[config.mk]
export PLATFORM = sky130hd
export DESIGN_NAME = bf16_reduce_top
export DESIGN_NICKNAME = d
export VERILOG_FILES = /design/src/design/bf16_pkg.sv /design/src/design/bf16_comparator.sv /design/src/design/bf16_max_tree.sv /design/src/design/bf16_op_decode.sv /design/src/design/bf16_reduce_exec.sv /design/src/design/bf16_result_format.sv /design/src/design/bf16_reduce_top.sv
export VERILOG_INCLUDE_DIRS = /design/src /design/src/include
export SDC_FILE = /design/constraint.sdc
export NUM_CORES = 1
export LEC_CHECK = 0
export BUFFER_PORTS_ARGS = -buffer_cell sky130_fd_sc_hd__buf_2
export CORE_MARGIN = 2
export CORE_UTILIZATION = 40
export CTS_CLUSTER_DIAMETER = 150
export DETAILED_ROUTE_END_ITERATION = 8
export SLEW_MARGIN = 20
export SYNTH_ARGS = -nofsm -noshare
export SYNTH_HDL_FRONTEND = slang
export SYNTH_SLANG_ARGS = --single-unit
[constraint.sdc]
create_clock -name i_clk -period 6.3 [get_ports i_clk]
set_input_delay 0.63 -clock i_clk [delete_from_list [all_inputs] [get_ports i_clk]]
set_output_delay 0.63 -clock i_clk [all_outputs]
set_load 0.02 [all_outputs]
[src/include/bf16_params.svh]
// ----------------------------------------------------------------------
// BF16 reduction parameters
// ----------------------------------------------------------------------

`ifndef BF16_PARAMS_SVH
`define BF16_PARAMS_SVH

// Lanes carried by one command
`define BF16_NUM_LANES 8

// Width of the winning lane index, log2 of the lane count
`define BF16_IDX_W 3

// Width of the command tag returned with the result
`define BF16_TAG_W 4

// Width of one BF16 word
`define BF16_W 16

// Raw opcode width on the command port
`define BF16_OP_W 2

`endif

[src/design/bf16_pkg.sv]
// ----------------------------------------------------------------------
// BF16 reduction types and interfaces
// ----------------------------------------------------------------------
`default_nettype none

`include "bf16_params.svh"

package bf16_pkg;

    // Reduction opcodes, code 3 is reserved and flagged as an error
    typedef enum logic [`BF16_OP_W-1:0] {
        OP_MAXABS    = 2'd0,
        OP_SCALE_EXP = 2'd1,
        OP_ZERO_TEST = 2'd2,
        OP_ILLEGAL   = 2'd3
    } bf16_op_e;

    // Raw BF16 word
    typedef logic [`BF16_W-1:0] bf16_t;

    // Field view of a BF16 word
    typedef struct packed {
        logic       sign;
        logic [7:0] exp;
        logic [6:0] mant;
    } bf16_fields_t;

    // All lanes of one command, lane 0 in the low bits
    typedef bf16_t [`BF16_NUM_LANES-1:0] bf16_lanes_t;

endpackage : bf16_pkg

// Decoded command, decode to execute
interface reduce_cmd_if import bf16_pkg::*; ();
    logic                   valid;
    bf16_op_e               op;
    logic                   illegal;
    logic [`BF16_TAG_W-1:0] tag;
    bf16_lanes_t            lanes;

    modport src (output valid, op, illegal, tag, lanes);
    modport dst (input  valid, op, illegal, tag, lanes);
endinterface : reduce_cmd_if

// Reduction result, execute to result format
interface reduce_res_if import bf16_pkg::*; ();
    logic                   valid;
    bf16_op_e               op;
    logic                   illegal;
    logic [`BF16_TAG_W-1:0] tag;
    bf16_t                  max_value;
    logic [`BF16_IDX_W-1:0] max_index;
    logic                   all_zero;

    modport src (output valid, op, illegal, tag, max_value, max_index, all_zero);
    modport dst (input  valid, op, illegal, tag, max_value, max_index, all_zero);
endinterface : reduce_res_if

`default_nettype wire

[src/design/bf16_comparator.sv]
// ----------------------------------------------------------------------
// BF16 magnitude comparator
// ----------------------------------------------------------------------
`default_nettype none

module bf16_comparator
    import bf16_pkg::*;
(
    input  bf16_t i_a,
    input  bf16_t i_b,
    output bf16_t o_max,
    output logic  o_a_wins
);

    bf16_fields_t a_f;
    bf16_fields_t b_f;
    logic [14:0]  mag_a;
    logic [14:0]  mag_b;

    assign a_f = i_a;
    assign b_f = i_b;

    // Magnitude is exponent and mantissa, sign dropped
    assign mag_a = {a_f.exp, a_f.mant};
    assign mag_b = {b_f.exp, b_f.mant};

    // Unsigned compare on the magnitude bits
    // NaN has all-ones exponent and nonzero mantissa so it sits above infinity
    // Equal magnitudes go to a, the lower-index side of the pair
    assign o_a_wins = (mag_a >= mag_b);

    // Winner keeps its own sign
    assign o_max = o_a_wins ? i_a : i_b;

endmodule : bf16_comparator

`default_nettype wire

[src/design/bf16_max_tree.sv]
// ----------------------------------------------------------------------
// BF16 max-magnitude tree
// ----------------------------------------------------------------------
`default_nettype none

`include "bf16_params.svh"

module bf16_max_tree
    import bf16_pkg::*;
#(
    parameter int NUM_INPUTS = `BF16_NUM_LANES
) (
    input  logic [NUM_INPUTS*`BF16_W-1:0]  i_values,
    output bf16_t                          o_max,
    output logic [$clog2(NUM_INPUTS)-1:0]  o_max_index,
    output logic                           o_all_zero
);

    localparam int LEVELS    = $clog2(NUM_INPUTS);
    localparam int IDX_W     = $clog2(NUM_INPUTS);
    localparam int NUM_NODES = 2 * NUM_INPUTS - 1;

    // Flat node store
    // Leaves occupy 0 .. NUM_INPUTS-1, each level follows the previous one
    bf16_t            node_val [NUM_NODES];
    logic [IDX_W-1:0] node_idx [NUM_NODES];
    logic [NUM_INPUTS-1:0] lane_zero;

    // ------------------------------------------------------------------
    // Leaves and zero detect
    // ------------------------------------------------------------------
    for (genvar i = 0; i < NUM_INPUTS; i++) begin : gen_leaf
        bf16_fields_t lane_f;

        assign node_val[i] = i_values[i*`BF16_W +: `BF16_W];
        assign node_idx[i] = IDX_W'(i);
        assign lane_f      = node_val[i];
        // Zero exponent covers true zero and subnormals
        assign lane_zero[i] = (lane_f.exp == 8'h00);
    end

    assign o_all_zero = &lane_zero;

    // ------------------------------------------------------------------
    // Comparator levels
    // ------------------------------------------------------------------
    for (genvar l = 1; l <= LEVELS; l++) begin : gen_level
        // Level l starts at 2N - 2N/2^l and holds N/2^l nodes
        localparam int SRC_BASE = 2 * NUM_INPUTS - ((2 * NUM_INPUTS) >> (l - 1));
        localparam int DST_BASE = 2 * NUM_INPUTS - ((2 * NUM_INPUTS) >> l);
        localparam int COUNT    = NUM_INPUTS >> l;

        for (genvar n = 0; n < COUNT; n++) begin : gen_node
            logic a_wins;

            // Adjacent pairs keep the lower index on the a side
            bf16_comparator u_cmp (
                .i_a      (node_val[SRC_BASE + 2*n]),
                .i_b      (node_val[SRC_BASE + 2*n + 1]),
                .o_max    (node_val[DST_BASE + n]),
                .o_a_wins (a_wins)
            );

            // Winning index rides along with the value
            assign node_idx[DST_BASE + n] = a_wins ? node_idx[SRC_BASE + 2*n]
                                                   : node_idx[SRC_BASE + 2*n + 1];
        end
    end

    // Root is the last node
    assign o_max       = node_val[NUM_NODES-1];
    assign o_max_index = node_idx[NUM_NODES-1];

endmodule : bf16_max_tree

`default_nettype wire

[src/design/bf16_op_decode.sv]
// ----------------------------------------------------------------------
// Command decode stage
// ----------------------------------------------------------------------
`default_nettype none

`include "bf16_params.svh"

module bf16_op_decode
    import bf16_pkg::*;
(
    input  wire logic                   i_clk,
    input  wire logic                   i_rst,
    input  wire logic                   i_valid,
    input  wire logic [`BF16_OP_W-1:0]  i_op,
    input  wire logic [`BF16_TAG_W-1:0] i_tag,
    input  bf16_lanes_t                 i_lanes,
    reduce_cmd_if.src                   cmd
);

    bf16_op_e op_dec;
    logic     op_illegal;

    // Raw code to enum, reserved code marks the item illegal
    assign op_dec     = bf16_op_e'(i_op);
    assign op_illegal = (op_dec == OP_ILLEGAL);

    // Valid strobe, one cycle per accepted command
    always_ff @(posedge i_clk) begin
        if (i_rst) begin
            cmd.valid <= 1'b0;
        end else begin
            cmd.valid <= i_valid;
        end
    end

    // Payload only loads on a strobe
    always_ff @(posedge i_clk) begin
        if (i_valid) begin
            cmd.op      <= op_dec;
            cmd.illegal <= op_illegal;
            cmd.tag     <= i_tag;
            cmd.lanes   <= i_lanes;
        end
    end

endmodule : bf16_op_decode

`default_nettype wire

[src/design/bf16_reduce_exec.sv]
// ----------------------------------------------------------------------
// Reduction execute stage
// ----------------------------------------------------------------------
`default_nettype none

`include "bf16_params.svh"

module bf16_reduce_exec
    import bf16_pkg::*;
(
    input  wire logic i_clk,
    input  wire logic i_rst,
    reduce_cmd_if.dst cmd,
    reduce_res_if.src res
);

    bf16_t                  tree_max;
    logic [`BF16_IDX_W-1:0] tree_index;
    logic                   tree_all_zero;

    // Tree runs on every item, the result stage picks what it needs
    bf16_max_tree #(
        .NUM_INPUTS (`BF16_NUM_LANES)
    ) u_max_tree (
        .i_values    (cmd.lanes),
        .o_max       (tree_max),
        .o_max_index (tree_index),
        .o_all_zero  (tree_all_zero)
    );

    // ------------------------------------------------------------------
    // Stage register
    // ------------------------------------------------------------------
    always_ff @(posedge i_clk) begin
        if (i_rst) begin
            res.valid <= 1'b0;
        end else begin
            res.valid <= cmd.valid;
        end
    end

    // Tree outputs travel next to the command fields
    always_ff @(posedge i_clk) begin
        if (cmd.valid) begin
            res.op        <= cmd.op;
            res.illegal   <= cmd.illegal;
            res.tag       <= cmd.tag;
            res.max_value <= tree_max;
            res.max_index <= tree_index;
            res.all_zero  <= tree_all_zero;
        end
    end

endmodule : bf16_reduce_exec

`default_nettype wire

[src/design/bf16_result_format.sv]
// ----------------------------------------------------------------------
// Result format stage
// ----------------------------------------------------------------------
`default_nettype none

`include "bf16_params.svh"

module bf16_result_format
    import bf16_pkg::*;
(
    input  wire logic                    i_clk,
    input  wire logic                    i_rst,
    reduce_res_if.dst                    res,
    output logic                         o_valid,
    output logic [`BF16_TAG_W-1:0]       o_tag,
    output logic [`BF16_W-1:0]           o_result,
    output logic [`BF16_IDX_W-1:0]       o_index,
    output logic                         o_error
);

    bf16_fields_t           max_f;
    logic [`BF16_W-1:0]     word;
    logic [`BF16_IDX_W-1:0] index;

    assign max_f = res.max_value;

    // ------------------------------------------------------------------
    // Output word select
    // ------------------------------------------------------------------
    always_comb begin
        case (res.op)
            OP_MAXABS:    word = res.max_value;
            // Biased exponent in the low byte, usable as a block scale
            OP_SCALE_EXP: word = {8'h00, max_f.exp};
            OP_ZERO_TEST: word = {15'd0, res.all_zero};
            default:      word = '0;
        endcase
        // Illegal item returns zero word and zero index
        if (res.illegal) begin
            word  = '0;
            index = '0;
        end else begin
            index = res.max_index;
        end
    end

    // Control flags
    always_ff @(posedge i_clk) begin
        if (i_rst) begin
            o_valid <= 1'b0;
            o_error <= 1'b0;
        end else begin
            o_valid <= res.valid;
            o_error <= res.valid & res.illegal;
        end
    end

    // Output data
    always_ff @(posedge i_clk) begin
        if (res.valid) begin
            o_tag    <= res.tag;
            o_result <= word;
            o_index  <= index;
        end
    end

endmodule : bf16_result_format

`default_nettype wire

[src/design/bf16_reduce_top.sv]
// ----------------------------------------------------------------------
// BF16 block reduction unit
// ----------------------------------------------------------------------
`default_nettype none

`include "bf16_params.svh"

module bf16_reduce_top (
    input  wire logic                                i_clk,
    input  wire logic                                i_rst,
    input  wire logic                                i_valid,
    input  wire logic [`BF16_OP_W-1:0]               i_op,
    input  wire logic [`BF16_TAG_W-1:0]              i_tag,
    input  wire logic [`BF16_NUM_LANES*`BF16_W-1:0]  i_values_flat,
    output logic                                     o_valid,
    output logic [`BF16_TAG_W-1:0]                   o_tag,
    output logic [`BF16_W-1:0]                       o_result,
    output logic [`BF16_IDX_W-1:0]                   o_index,
    output logic                                     o_error
);

    // Stage links
    reduce_cmd_if u_cmd_if ();
    reduce_res_if u_res_if ();

    // Stage 1, command register and opcode decode
    bf16_op_decode u_op_decode (
        .i_clk   (i_clk),
        .i_rst   (i_rst),
        .i_valid (i_valid),
        .i_op    (i_op),
        .i_tag   (i_tag),
        .i_lanes (i_values_flat),
        .cmd     (u_cmd_if.src)
    );

    // Stage 2, max tree
    bf16_reduce_exec u_reduce_exec (
        .i_clk (i_clk),
        .i_rst (i_rst),
        .cmd   (u_cmd_if.dst),
        .res   (u_res_if.src)
    );

    // Stage 3, output packing
    bf16_result_format u_result_format (
        .i_clk    (i_clk),
        .i_rst    (i_rst),
        .res      (u_res_if.dst),
        .o_valid  (o_valid),
        .o_tag    (o_tag),
        .o_result (o_result),
        .o_index  (o_index),
        .o_error  (o_error)
    );

endmodule : bf16_reduce_top

`default_nettype wire

==> reports/metrics.yaml <==
worst_setup_path:
  end_kind: "register"
  crit_buf_inv: 5
  cp-start-kind: "register"
  worstSetupPathType: "reg -> reg"
  rrSetupSlack_ns: 0.18
  critPathMaxStageDelay_ns: 0.39
  worstPathRequired_ns: 6.49
  worst_path_max_delay_cell: "edfxtp_1"
  cp_top_family: "compound AO/OA/AOI/OAI gates"
  cp_max_fo: 8
  crit_top_cell: "a21o_1"
  worstPathArrival_ns: 6.31
logic_synthesis:
  syn_area_sq_mm: 0.00983
  syn_inst: 762
  yosysWarnings: 0
  syn_area_per_cell_sq_um: 12.9
  yosysSeqAreaShare_pct: 57.3
  synth-edff-count: 185
  synth_area_leader_cell: "edfxtp_1"
  ys_ff_latch: 189
  yosys-top-cells-area: "edfxtp_1, ha_1, mux2i_1, inv_1, mux2_2"
  synth_fp_nets: 998
  async_flop_share_pct: 0
  ys_types: 43
  synth_top_area_share_pct: 56.5
  synth_top_flop_cell: "edfxtp_1"
clock_tree:
  clock_sinks: 189
  cts_inserted_buffers: 17
  ctsHoldBuffers: 0
  clockRootBuffer: "clkbuf_16"
  cts_tree: "built"
  clk_pin_slew_ns: 0.08
  clock_latency_ns: 0.44
  clock_path_buffers: 2
  htreeDepth: 4
pwr:
  power_uw: 4020
  powerDensity_mw_per_mm2: 333
  peakVddDrop_v: 0.000187
  p_leak_uw: 0.00545
sta:
  drv_slew: 0
  period_needed_ns: 6.12
  worst_clock_skew_ns: 0.00891
  max_freq_mhz: 163
  rsz0062_at_grt: "true"
  period_share_pct: 97.2
  timing.final.ws_setup_ns: 0.179
  worst_pin_slew_ns: 0.966
  hold_violations: 0
  setup_viol: 0
  hold_slack_ns: 0.360
  relSlewSlack_pct: 35.5
placement:
  place_area_sq_mm: 0.0113
  dp.cells: 1269
  hpwl_mm: 16.8
  place_ws_ns: -0.246
  place.gp.congestion: 0.845
  placement.io_buffers: 161
grt:
  grt_max_degree: 79
  grt.total_usage_pct: 17.0
  antenna_found_initial: 0
  grt_pass1_wl_mm: 33.5
  grt_pass1_vias: 6278
  grt-ovfl-total: 0
routing:
  postRouteWirelength_mm: 21.5
  postRouteAntennaNets: 0
  routed_via_density: 4.86
  drcViolationCount: 0
  dr.pass1.iters: 5
  wl_per_cell_um: 16.4
  vias: 6359
  dr.first_iter.drc_count: 307
cells_and_area:
  n_antenna_cell: 0
  final_area_sq_mm: 0.0121
  final_common_cell: "edfxtp_1"
  finalNonFillerCells: 1308
  final_cell_mix: "edfxtp_1, buf_2, inv_1"
  fin_nets: 1208
  drive_gt1_share_pct: 30.5
  syn2layout_area_growth_pct: 22.9
floorplanning:
  num_rows: 57
  die_h_um: 161
  die_x_um: 161
  dieArea_sq_mm: 0.0259
  num_io_pins: 162
  core-area_sq_mm: 0.0242
  initial_core_util_pct: 40.6
outcome:
  status: "finished, final reports clean"
worst_hold_path:
  hold_path.class: "in -> reg"
flow_run:
  drv_cap: 0
==> synthesized netlist by cell type, drive strengths merged (3+ instances only) <==
master / instances
nor4: 19
clkbuf: 11
dfxtp: 4
buf: 5
and4: 5
o21ai: 21
nor2: 40
a211oi: 4
inv: 104
nor2b: 13
ha: 99
mux2: 32
nand2b: 6
nand2: 21
o21a: 5
mux2i: 66
a21oi: 57
and2: 11
o21bai: 3
nand4: 13
edfxtp: 185
a21o: 15
==> state kept, by name, indices dropped and copies added, names as in the netlist <==
name and count:
u_reduce_exec.res.tag 4, u_result_format.o_valid 1, u_reduce_exec.res.max_index 3, u_reduce_exec.res.max_value 16, u_op_decode.cmd.valid 1, u_result_format.o_error 1, u_result_format.o_result 16, u_op_decode.cmd.tag 4
u_op_decode.cmd.lanes 128, u_result_format.o_index 3, u_result_format.o_tag 4, u_op_decode.cmd.illegal 1, u_reduce_exec.res.all_zero 1, u_op_decode.cmd.op 2, u_reduce_exec.res.valid 1, u_reduce_exec.res.illegal 1
u_reduce_exec.res.op 2
==> timing repair <==
| item | 4_1_cts | 5_1_grt |
|---|---|---|
| endpoints found under the setup margin | 19 | 19 |
| pin swaps | 17 | 21 |
| setup buffers | 5 | 3 |
| resized for setup | 14 | 29 |
==> kinds of logic after synthesis <==
logic type                 count (synthesis)  share of synthesized area [%]
AOI/OAI and AO/OA                        119                           7.49
and+or+nand+nor                          132                           6.95
buffers and inverters                    120                           4.80
xor gates and xnor gates                   3                          0.267
adders and majority gates                101                           12.8
muxes                                     98                           10.4
DFF                                      189                           57.3
==> stage by stage <==
stage / utilization (%) / TNS (ns)
2_1_floorplan: - / 0
3_3_place_gp: 46.5 / -0.143
3_5_place_dp: 46.5 / -3.20
4_1_cts: 49.2 / 0
5_1_grt: 49.9 / -1.90
6_report: 49.9 / 0
==> final timing paths <==
path | start | end | cells after the start
worst min-delay path | i_values_flat[125] | u_op_decode.cmd.lanes[125] | 1
worst max register to register | u_op_decode.cmd.lanes[48] | u_reduce_exec.res.max_value[15] | 31
worst max-delay path | u_op_decode.cmd.lanes[48] | u_reduce_exec.res.max_value[15] | 31
worst min register to register | u_reduce_exec.res.tag[3] | u_result_format.o_tag[3] | 0
==> layout make-up <==
class / count / area [sq um]
fillers: 2227 / 12200
clock inverters: 14 / 126
multi-input cells: 453 / 3890
well taps: 324 / 405
clock buffers: 17 / 425
inverters: 104 / 390
flip-flops and latches: 189 / 5640
repair buffers: 207 / 1210
==> metal layers <==
layer,GRT usage [%],wire (um),share of wire [%],vias to the layer above
met3,2.51,726,3.4,19
met2,28.4,10400,48,136
met4,5.48,287,1.3,0
li1,-,-,-,3220
met1,23.0,10100,47,2984
met5,0,0,0,-
==> where the power goes <==
part           total [uW]  switching [uW]  internal (uW)
clock network        1040             519            521
logic                1360             666            693
registers            1620            75.1           1550
(Power assumes the default switching activity.)
